===== src/common/ncu_mon_pkg.sv =====
// Shared widths, link and report types, opcode encodings and the opcode decoder
package ncu_mon_pkg;

    // Link counts
    localparam int NUM_MCU   = 4;
    localparam int NUM_LINKS = 2 * NUM_MCU;

    // Transfer geometry of one nibble-serial link
    localparam int NIBBLE_W        = 4;
    localparam int NIBBLES_PER_PKT = 32;
    localparam int PKT_W           = NIBBLE_W * NIBBLES_PER_PKT;
    localparam int STALL_CNT_W     = 8;

    typedef logic [NIBBLE_W-1:0]                      nibble_t;
    typedef logic [PKT_W-1:0]                         packet_t;
    typedef logic [$clog2(NUM_LINKS)-1:0]             link_id_t;
    typedef logic [STALL_CNT_W-1:0]                   stall_cnt_t;
    typedef logic [$clog2(NIBBLES_PER_PKT+1)-1:0]     nib_cnt_t;

    // Downstream runs from the NCU to an MCU, upstream from an MCU to the NCU
    typedef enum logic
    {
        link_down,
        link_up
    } link_dir_t;

    // Command codes carried in the first nibble of a transfer
    typedef enum logic [NIBBLE_W-1:0]
    {
        op_read_nack  = 4'b0000,
        op_read_ack   = 4'b0001,
        op_ifill_ack  = 4'b0011,
        op_read_req   = 4'b0100,
        op_write_req  = 4'b0101,
        op_ifill_req  = 4'b0110,
        op_ifill_nack = 4'b0111,
        op_int        = 4'b1000,
        op_int_vec    = 4'b1100,
        op_unknown    = 4'b1111
    } mcu_opcode_t;

    // Sampled state of one link
    typedef struct packed
    {
        logic    vld;
        nibble_t data;
        logic    stall;
    } mcu_link_t;

    // One finished packet as it leaves the monitor
    typedef struct packed
    {
        link_id_t    link_id;
        mcu_opcode_t opcode;
        stall_cnt_t  stall_cycles;
        packet_t     packet;
    } mon_report_t;

    // A code that belongs to the other direction decodes as unknown
    function automatic mcu_opcode_t decode_opcode(input link_dir_t dir, input nibble_t nib);
        mcu_opcode_t op;
        op = op_unknown;
        if (dir == link_down)
        begin
            case (nib)
                4'b0100: op = op_read_req;
                4'b0101: op = op_write_req;
                4'b0110: op = op_ifill_req;
                default: op = op_unknown;
            endcase
        end
        else
        begin
            case (nib)
                4'b0000: op = op_read_nack;
                4'b0001: op = op_read_ack;
                4'b0011: op = op_ifill_ack;
                4'b0111: op = op_ifill_nack;
                4'b1000: op = op_int;
                4'b1100: op = op_int_vec;
                default: op = op_unknown;
            endcase
        end
        return op;
    endfunction

endpackage


===== src/mcu_link/nibble_packet_assembler.sv =====
// Nibble accumulator with stall counter and completion pulse for one link
module nibble_packet_assembler
    import ncu_mon_pkg::*;
(
    input  logic       iol2clk,
    input  logic       rst_n,
    input  mcu_link_t  link,
    output logic       pkt_done,
    output packet_t    packet,
    output stall_cnt_t stall_cycles,
    output logic       first_nibble
);

    logic     accept;
    logic     active;
    logic     full;
    nib_cnt_t nib_cnt;

    // A nibble moves only when the receiver is not stalling
    assign accept = link.vld && !link.stall;
    assign full   = (nib_cnt == nib_cnt_t'(NIBBLES_PER_PKT));

    assign first_nibble = accept && (nib_cnt == '0);

    // Nibble count returns to zero whenever vld is sampled low
    always_ff @(posedge iol2clk)
    begin
        if (!rst_n)
        begin
            nib_cnt <= '0;
        end
        else if (!link.vld)
        begin
            nib_cnt <= '0;
        end
        else if (accept && !full)
        begin
            nib_cnt <= nib_cnt + 1'b1;
        end
    end

    // Nibble n lands in bits [4n+3:4n]; anything past the last slot is dropped
    always_ff @(posedge iol2clk)
    begin
        if (accept && !full)
        begin
            packet[NIBBLE_W*nib_cnt[$clog2(NIBBLES_PER_PKT)-1:0] +: NIBBLE_W] <= link.data;
        end
    end

    // Tracks whether vld was high at the previous edge, so the start of a transfer is known
    always_ff @(posedge iol2clk)
    begin
        if (!rst_n)
        begin
            active <= 1'b0;
        end
        else
        begin
            active <= link.vld;
        end
    end

    // The stall count restarts with a new transfer and holds after it ends
    always_ff @(posedge iol2clk)
    begin
        if (!rst_n)
        begin
            stall_cycles <= '0;
        end
        else if (link.vld && !active)
        begin
            stall_cycles <= link.stall ? stall_cnt_t'(1) : '0;
        end
        else if (link.vld && link.stall && (stall_cycles != '1))
        begin
            stall_cycles <= stall_cycles + 1'b1;
        end
    end

    // Only a transfer closed with a full count completes
    always_ff @(posedge iol2clk)
    begin
        if (!rst_n)
        begin
            pkt_done <= 1'b0;
        end
        else
        begin
            pkt_done <= !link.vld && full;
        end
    end

endmodule


===== src/mcu_link/mcu_link_monitor.sv =====
// Single link monitor with opcode capture and a held report waiting for the arbiter
module mcu_link_monitor
    import ncu_mon_pkg::*;
#(
    parameter link_dir_t LINK_DIR = link_down
)
(
    input  logic        iol2clk,
    input  logic        rst_n,
    input  mcu_link_t   link,
    input  link_id_t    link_id,
    input  logic        grant,
    output logic        pending,
    output mon_report_t report
);

    logic        pkt_done;
    logic        first_nibble;
    packet_t     packet;
    stall_cnt_t  stall_cycles;
    mcu_opcode_t opcode_q;

    nibble_packet_assembler i_nibble_packet_assembler
    (
        .iol2clk      (iol2clk),
        .rst_n        (rst_n),
        .link         (link),
        .pkt_done     (pkt_done),
        .packet       (packet),
        .stall_cycles (stall_cycles),
        .first_nibble (first_nibble)
    );

    // The command comes from the first accepted nibble, decoded for this link's direction
    always_ff @(posedge iol2clk)
    begin
        if (first_nibble)
        begin
            opcode_q <= decode_opcode(LINK_DIR, link.data);
        end
    end

    // Snapshot the finished transfer, since a new one may begin before the grant arrives
    always_ff @(posedge iol2clk)
    begin
        if (pkt_done)
        begin
            report.link_id      <= link_id;
            report.opcode       <= opcode_q;
            report.stall_cycles <= stall_cycles;
            report.packet       <= packet;
        end
    end

    // A fresh completion takes precedence over a grant in the same cycle
    always_ff @(posedge iol2clk)
    begin
        if (!rst_n)
        begin
            pending <= 1'b0;
        end
        else if (pkt_done)
        begin
            pending <= 1'b1;
        end
        else if (grant)
        begin
            pending <= 1'b0;
        end
    end

endmodule


===== src/design/mon_report_arbiter.sv =====
// Fixed-priority arbiter merging the pending link reports into one registered stream
module mon_report_arbiter
    import ncu_mon_pkg::*;
(
    input  logic        iol2clk,
    input  logic        rst_n,
    input  logic        pending      [NUM_LINKS],
    input  mon_report_t link_reports [NUM_LINKS],
    output logic        grant        [NUM_LINKS],
    output mon_report_t report,
    output logic        report_valid
);

    logic     any_pending;
    link_id_t sel_idx;

    // Scan from the top down so the lowest pending index is left in sel_idx
    always_comb
    begin
        any_pending = 1'b0;
        sel_idx     = '0;
        for (int i = NUM_LINKS - 1; i >= 0; i--)
        begin
            if (pending[i])
            begin
                any_pending = 1'b1;
                sel_idx     = link_id_t'(i);
            end
        end
    end

    // One-hot grant back to the selected link monitor
    for (genvar g = 0; g < NUM_LINKS; g++)
    begin : g_grant
        assign grant[g] = any_pending && (sel_idx == link_id_t'(g));
    end

    always_ff @(posedge iol2clk)
    begin
        if (!rst_n)
        begin
            report_valid <= 1'b0;
        end
        else
        begin
            report_valid <= any_pending;
        end
    end

    always_ff @(posedge iol2clk)
    begin
        if (any_pending)
        begin
            report <= link_reports[sel_idx];
        end
    end

endmodule


===== src/design/ncu_link_monitor.sv =====
// Top level of the NCU to MCU link monitor with eight link monitors and the report arbiter
module ncu_link_monitor
    import ncu_mon_pkg::*;
(
    input  logic        iol2clk,
    input  logic        rst_n,
    input  mcu_link_t   down_link [NUM_MCU],
    input  mcu_link_t   up_link   [NUM_MCU],
    output mon_report_t report,
    output logic        report_valid
);

    logic        pending      [NUM_LINKS];
    logic        grant        [NUM_LINKS];
    mon_report_t link_reports [NUM_LINKS];

    // Ids 0 to 3 are the downstream links, ids 4 to 7 the upstream ones
    for (genvar g = 0; g < NUM_MCU; g++)
    begin : g_mcu
        mcu_link_monitor
        #(
            .LINK_DIR (link_down)
        )
        i_down_monitor
        (
            .iol2clk (iol2clk),
            .rst_n   (rst_n),
            .link    (down_link[g]),
            .link_id (link_id_t'(g)),
            .grant   (grant[g]),
            .pending (pending[g]),
            .report  (link_reports[g])
        );

        mcu_link_monitor
        #(
            .LINK_DIR (link_up)
        )
        i_up_monitor
        (
            .iol2clk (iol2clk),
            .rst_n   (rst_n),
            .link    (up_link[g]),
            .link_id (link_id_t'(g + NUM_MCU)),
            .grant   (grant[g + NUM_MCU]),
            .pending (pending[g + NUM_MCU]),
            .report  (link_reports[g + NUM_MCU])
        );
    end

    mon_report_arbiter i_mon_report_arbiter
    (
        .iol2clk      (iol2clk),
        .rst_n        (rst_n),
        .pending      (pending),
        .link_reports (link_reports),
        .grant        (grant),
        .report       (report),
        .report_valid (report_valid)
    );

endmodule


===== config.mk =====
export PLATFORM = sky130hd
export DESIGN_NAME = ncu_link_monitor
export DESIGN_NICKNAME = d
export VERILOG_FILES = /design/src/common/ncu_mon_pkg.sv /design/src/mcu_link/nibble_packet_assembler.sv /design/src/mcu_link/mcu_link_monitor.sv /design/src/design/mon_report_arbiter.sv /design/src/design/ncu_link_monitor.sv
export SDC_FILE = /design/constraint.sdc
export NUM_CORES = 2
export LEC_CHECK = 0
export BUFFER_PORTS_ARGS = -buffer_cell sky130_fd_sc_hd__buf_4
export CORE_AREA = 3 3 640 388
export CTS_CLUSTER_SIZE = 25
export DETAILED_ROUTE_END_ITERATION = 7
export DIE_AREA = 0 0 643 391
export PLACE_DENSITY_LB_ADDON = 0.08
export SLEW_MARGIN = 20
export SYNTH_ARGS = -nofsm -noshare
export SYNTH_HDL_FRONTEND = slang
export SYNTH_SLANG_ARGS = --single-unit
export TNS_END_PERCENT = 10

===== constraint.sdc =====
create_clock -name iol2clk -period 4.67 [get_ports iol2clk]
set_clock_uncertainty 0.2 [all_clocks]
set_input_delay 0.467 -clock iol2clk [delete_from_list [all_inputs] [get_ports iol2clk]]
set_output_delay 0.467 -clock iol2clk [all_outputs]
set_load 0.02 [all_outputs]

# == Word level (Yosys, flattened, before mapping) ==
# Index checks and enable logic that the tools add are counted.
# classes
add_sub_neg,24
order_cmp,1
n_eq_ne,55
shifts,16
mux,75
bitwise_logic,1
reduce_logical,133
# ops
operator,n
bitwise mux 128 bit,8
"variable shift 4 x 34 -> 128 bit, first input constant",8
indexed part select 4 x 34 -> 128 bit,8
binary-select mux 143 bit (select 3 bit),1
two-way mux 143 bit,2
negator 7 -> 34 bit,8
two-way mux 8 bit,16
one-hot mux 4 bit (6 select lines),4
"adder 8 x 1 -> 8 bit, second input constant",8
"equality test 4 x 3 -> 1 bit, second input constant",16
logical AND 1 bit,64
"!= test 8 bit, second input constant",8
"adder 6 x 1 -> 6 bit, second input constant",8
"equality test 6 bit, second input constant",8
logical NOT 6 bit,8
one-hot mux 4 bit (3 select lines),4
"equality test 4 bit, second input constant",8
logical NOT 1 bit,32
two-way mux 1 bit,32
nonzero test 2 bit,16
two-way mux 3 bit,8
"equality test 4 x 1 -> 1 bit, second input constant",4
"equality test 4 x 2 -> 1 bit, second input constant",4
logical NOT 4 bit,4
other kinds (7),18
# word_totals
regBits,2456
inputBits,50
out_inout_bits,144
elab_cells,390

# == Logic depth before layout (Yosys ltp) ==
# logic_depth
depth_word,12
ltp_mapped,11
mapped_depth_nobuf,8

# == Modules after synthesis ==
# A second synthesis with hierarchy kept.
# hier_totals
cells_unflattened,7008
hier_area_um2,97718.7
# by_module_without_submodules
module,n_inst,cells_each,area_per_inst_um2
nibble_packet_assembler (g_mcu[1].i_up_monitor.i_nibble_packet_assembler ...),4,482,5808.1
mcu_link_monitor (g_mcu[0].i_up_monitor ...),4,157,4498.1
mcu_link_monitor (g_mcu[0].i_down_monitor ...),4,155,4435.5
nibble_packet_assembler (g_mcu[0].i_down_monitor.i_nibble_packet_assembler ...),3,474,5784.3
mon_report_arbiter,1,1939,15498.6
nibble_packet_assembler (g_mcu[3].i_up_monitor.i_nibble_packet_assembler),1,469,5893.2
ncu_link_monitor,1,2,7.5

# == Worst setup path before layout ==
# No wires, ideal clock.
# synth_path
path_kind,register to register
from,register g_mcu[3].i_up_monitor.pending
to,register i_mon_report_arbiter.report[0] (netlist name)
t_arrival_ns,3.286
setup_slack_ns,-0.040
stages_incl_launch_ff,3
path_buffers,0
period_less_slack_ns,4.710
path_cell_list,dfxtp_1 -> or4_1 -> nand2b_1
# synth_between
elab_chain_len,8
# synth_lines
item,line,rtl
"start, declared",mcu_link_monitor.sv:13,"output logic pending,"
"start signal, assigned",mcu_link_monitor.sv:60,pending <= 1'b0;
"start signal, assigned",mcu_link_monitor.sv:64,pending <= 1'b1;
"start signal, assigned",mcu_link_monitor.sv:68,pending <= 1'b0;
two-way mux 1 bit (8 in a row),mon_report_arbiter.sv:24,if (pending[i])
via i_mon_report_arbiter.any_pending,mon_report_arbiter.sv:14,logic any_pending;
# The timed path passes the listed nets, and every way through them passes these cells.
# A chain may end at the register's enable or synchronous reset.

# == Worst setup path after layout ==
# layout_path
from,register g_mcu[3].i_up_monitor.i_nibble_packet_assembler.nib_cnt[0]
to,register g_mcu[3].i_up_monitor.i_nibble_packet_assembler.packet[107] (enable)
# layout_between
elab_chain_len,3
# layout_lines
item,line,rtl
"start, declared",nibble_packet_assembler.sv:17,nib_cnt_t nib_cnt;
"start signal, assigned",nibble_packet_assembler.sv:38,nib_cnt <= nib_cnt + 1'b1;
equality test 6 bit,nibble_packet_assembler.sv:21,assign full = (nib_cnt == nib_cnt_t'(NIBBLES_PER_PKT));
logical NOT 1 bit,nibble_packet_assembler.sv:45,if (accept && !full)
logical AND 1 bit,nibble_packet_assembler.sv:45,
"end signal, assigned by index",nibble_packet_assembler.sv:47,packet[NIBBLE_W*nib_cnt[$clog2(NIBBLES_PER_PKT)-1:0] +: NIBBLE_W] <= link.data;
"end, declared",nibble_packet_assembler.sv:9,"output packet_t packet,"
# No other way between the ends.

==> impl_metrics.tcl <==
set metrics [dict create \
    status "finished clean" \
    power_leakage_nw 33.9 \
    area_delta_synth_final_pct 15.0 \
    grt_max_degree 133 \
    cpLargestDelayFamily "simple AND/OR/NAND/NOR gates" \
    place_congestion 0.929 \
    setup_viol 0 \
    initial_utilization_pct 40.0 \
    power.total_w 0.0435 \
    startpoint_type "flop" \
    worst_pin_slew_ns 1.25 \
    drv_cap 0 \
    die_y_um 391 \
    grt_pass1_vias 56500 \
    cts_hold_buf 66 \
    cts_buffers 228 \
    whs_ns 0.181 \
    crit_fanout 29 \
    drive_gt1_share_pct 16.1 \
    required_ns 5.03 \
    drc 0 \
    nets 7470 \
    antenna_found_initial 14 \
    die_area_um2 251000 \
    synth.avg_cell_area_um2 13.9 \
    core_um2 242000 \
    synth.most_common_cell "edfxtp_1" \
    dpl.hpwl_um 235000 \
    max_slew_margin_pct 16.1 \
    cts_resized 0 \
    synth.area.top_cells "edfxtp_1, nor2_1, a221oi_1" \
    viasPerCell 5.48 \
    grt_remaining_overflow 0 \
    post_cts_buffers 0 \
    worstSetupPathType "reg2reg" \
    synth_cells 7001 \
    cts_root_buffer "clkbuf_16" \
    worst_ep_arrival_time_ns 4.20 \
    firstDrtPassIters 6 \
    rsz0062_at_grt "false" \
    hold_path_class "in2reg" \
    ir_drop_mv 0.261 \
    io_buffers 193 \
    stdcell_count 10800 \
    grt_first_pass_wirelength_um 438000 \
    synth_seq_area_share_pct 74.4 \
    insertion_delay_ns 0.89 \
    critical_path.slowest_cell "or2_2" \
    finalSetupTns_ns 0 \
    synthArstFlopShare_pct 0 \
    synth_seq_cells 2448 \
    cp_num_buf_inv 2 \
    pwr_density_cell_nw_per_um2 390 \
    synth_commonest_cells "edfxtp_1, nor2_1, nand2_1" \
    synthFlopType "edfxtp_1" \
    clk_pin_slew_worst_paths_ns 0.07 \
    ant_nets 0 \
    crit_chain "inv_1 > ha_1 > nor3b_1 > ha_1 > or2_2 > inv_1 > nand2_1 > nor2_1" \
    clock_sinks 2448 \
    synth_top_area_share_pct 71.5 \
    ys_warn_count 0 \
    final_hold_viol_count 0 \
    final.period_utilization_pct 82.4 \
    synthDistinctLibCells 54 \
    io_pins 194 \
    rows 140 \
    fmax_ghz 0.260 \
    slowest_delay_ns 0.62 \
    drt_iter0_markers 7466 \
    slew_violations 0 \
    yosysTopAreaCell "edfxtp_1" \
    period_minus_slack_ns 3.85 \
    synth_fp_nets 7086 \
    wl_um 322000 \
    grtUsageTotal_pct 25.0 \
    synth-edff-count 2311 \
    clockBufferDepth 4 \
    cts_tree "done" \
    netlist_area_um2 97000 \
    end_kind "flop" \
    vias 59400 \
    die_x_um 643 \
    place_inst 10400 \
    wl_per_cell_um 29.7 \
    htreeDepth 4 \
]
==> metal layers <==
metal | track usage (%) | vias up | share of wire, %
li1 | - | 25900 | -
met1 | 37.0 | 30500 | 45
met2 | 37.2 | 2573 | 43
met3 | 6.25 | 379 | 9.6
met4 | 5.38 | 2 | 2.3
met5 | 1.01 | - | 0.11
==> cell families after synthesis <==
family	synth area share (%)
AO/OA/AOI/OAI	5.86
flip-flops	74.4
AND/OR/NAND/NOR	12.4
buffers and inverters	2.70
adder cells (fa/ha/maj)	0.451
XOR/XNOR	0.939
multiplexers	3.34
==> cells in the final DEF, fill, tap and decap left out, types with 7 or more instances in the layout <==
cell           instances
edfxtp_1            2311
nor2_1              1417
nand2_1              756
a221oi_1             416
buf_4                398
inv_1                342
nor2b_1              293
mux2_2               276
clkbuf_16            229
o21ba_2              136
dfxtp_1              128
dlygate4sd3_1         66
and2_1                63
xor2_1                60
clkbuf_1              47
a21oi_1               45
xnor2_1               44
clkinv_1              44
clkinv_2              43
nor3_1                42
nand2b_1              40
nand4_1               39
ha_1                  35
bufinv_16             30
buf_12                27
nand3_1               24
o21ai_0               22
or3_1                 18
mux2i_1               13
and3_1                13
or2_2                 12
nor3b_1               11
dfxtp_4                9
nor3_2                 8
a211oi_1               8
o211a_1                8
or3b_2                 8
a31oi_1                7
==> final timing paths <==
path                       from                          endpoint  slack (ns)  depth (start not counted)
hold / removal    down_link[23]                              flop        0.18                          3
setup / recovery           flop                              flop        0.82                          8
setup reg to reg           flop                              flop        0.82                          8
hold reg to reg            flop  g_mcu[3].i_up_monitor.report[27]        0.20                          0
==> area by class of cell <==
cell class	count	area [um2]
Antenna cell	6	15.0
Clock buffer	282	5990
Clock inverter	131	1400
Fill cell	21800	131000
Inverter	342	1280
Multi-Input combinational cell	3874	22400
Sequential cell	2448	72200
Tap cell	3266	4090
Timing Repair Buffer	491	4190
==> tightest hold or removal path, stage by stage <==
cell,delay [ns]
dlygate4sd3_1,0.54
buf_4,0.15
nor3_1,0.06
==> flip-flops by register name, indices dropped and copies added, names as in the netlist <==
signal and cells:
g_mcu.i_down_monitor.opcode_q 12, g_mcu.i_down_monitor.i_nibble_packet_assembler.pkt_done 4, g_mcu.i_down_monitor.i_nibble_packet_assembler.nib_cnt 24, g_mcu.i_down_monitor.i_nibble_packet_assembler.packet 512, g_mcu.i_up_monitor.i_nibble_packet_assembler.packet 512, i_mon_report_arbiter.report_valid 1, i_mon_report_arbiter.report 143, g_mcu.i_down_monitor.i_nibble_packet_assembler.stall_cycles 32
g_mcu.i_down_monitor.pending 4, g_mcu.i_down_monitor.report 556, g_mcu.i_up_monitor.i_nibble_packet_assembler.active 4, g_mcu.i_up_monitor.opcode_q 16, g_mcu.i_up_monitor.i_nibble_packet_assembler.nib_cnt 24, g_mcu.i_up_monitor.i_nibble_packet_assembler.pkt_done 4, g_mcu.i_up_monitor.report 560, g_mcu.i_up_monitor.pending 4
g_mcu.i_up_monitor.i_nibble_packet_assembler.stall_cycles 32, g_mcu.i_down_monitor.i_nibble_packet_assembler.active 4
==> per-stage QoR <==
step	util, %	cell area (um2)	setup slack (ns)
after floorplan	-	97000	0.603
after global placement	42.7	103000	0.826
after detailed placement	42.7	103000	0.803
after CTS	46.0	111000	0.846
after global routing	46.0	112000	0.694
final	46.0	112000	0.823
==> report_power, final <==
group	internal [W]	total [W]	switching (W)
clock	0.0107	0.0191	0.00840
combinational	0.000189	0.000676	0.000487
sequential	0.0237	0.0237	0.0000267
total	0.0346	0.0435	0.00891
Note: power is estimated with default switching activity, not from simulation.
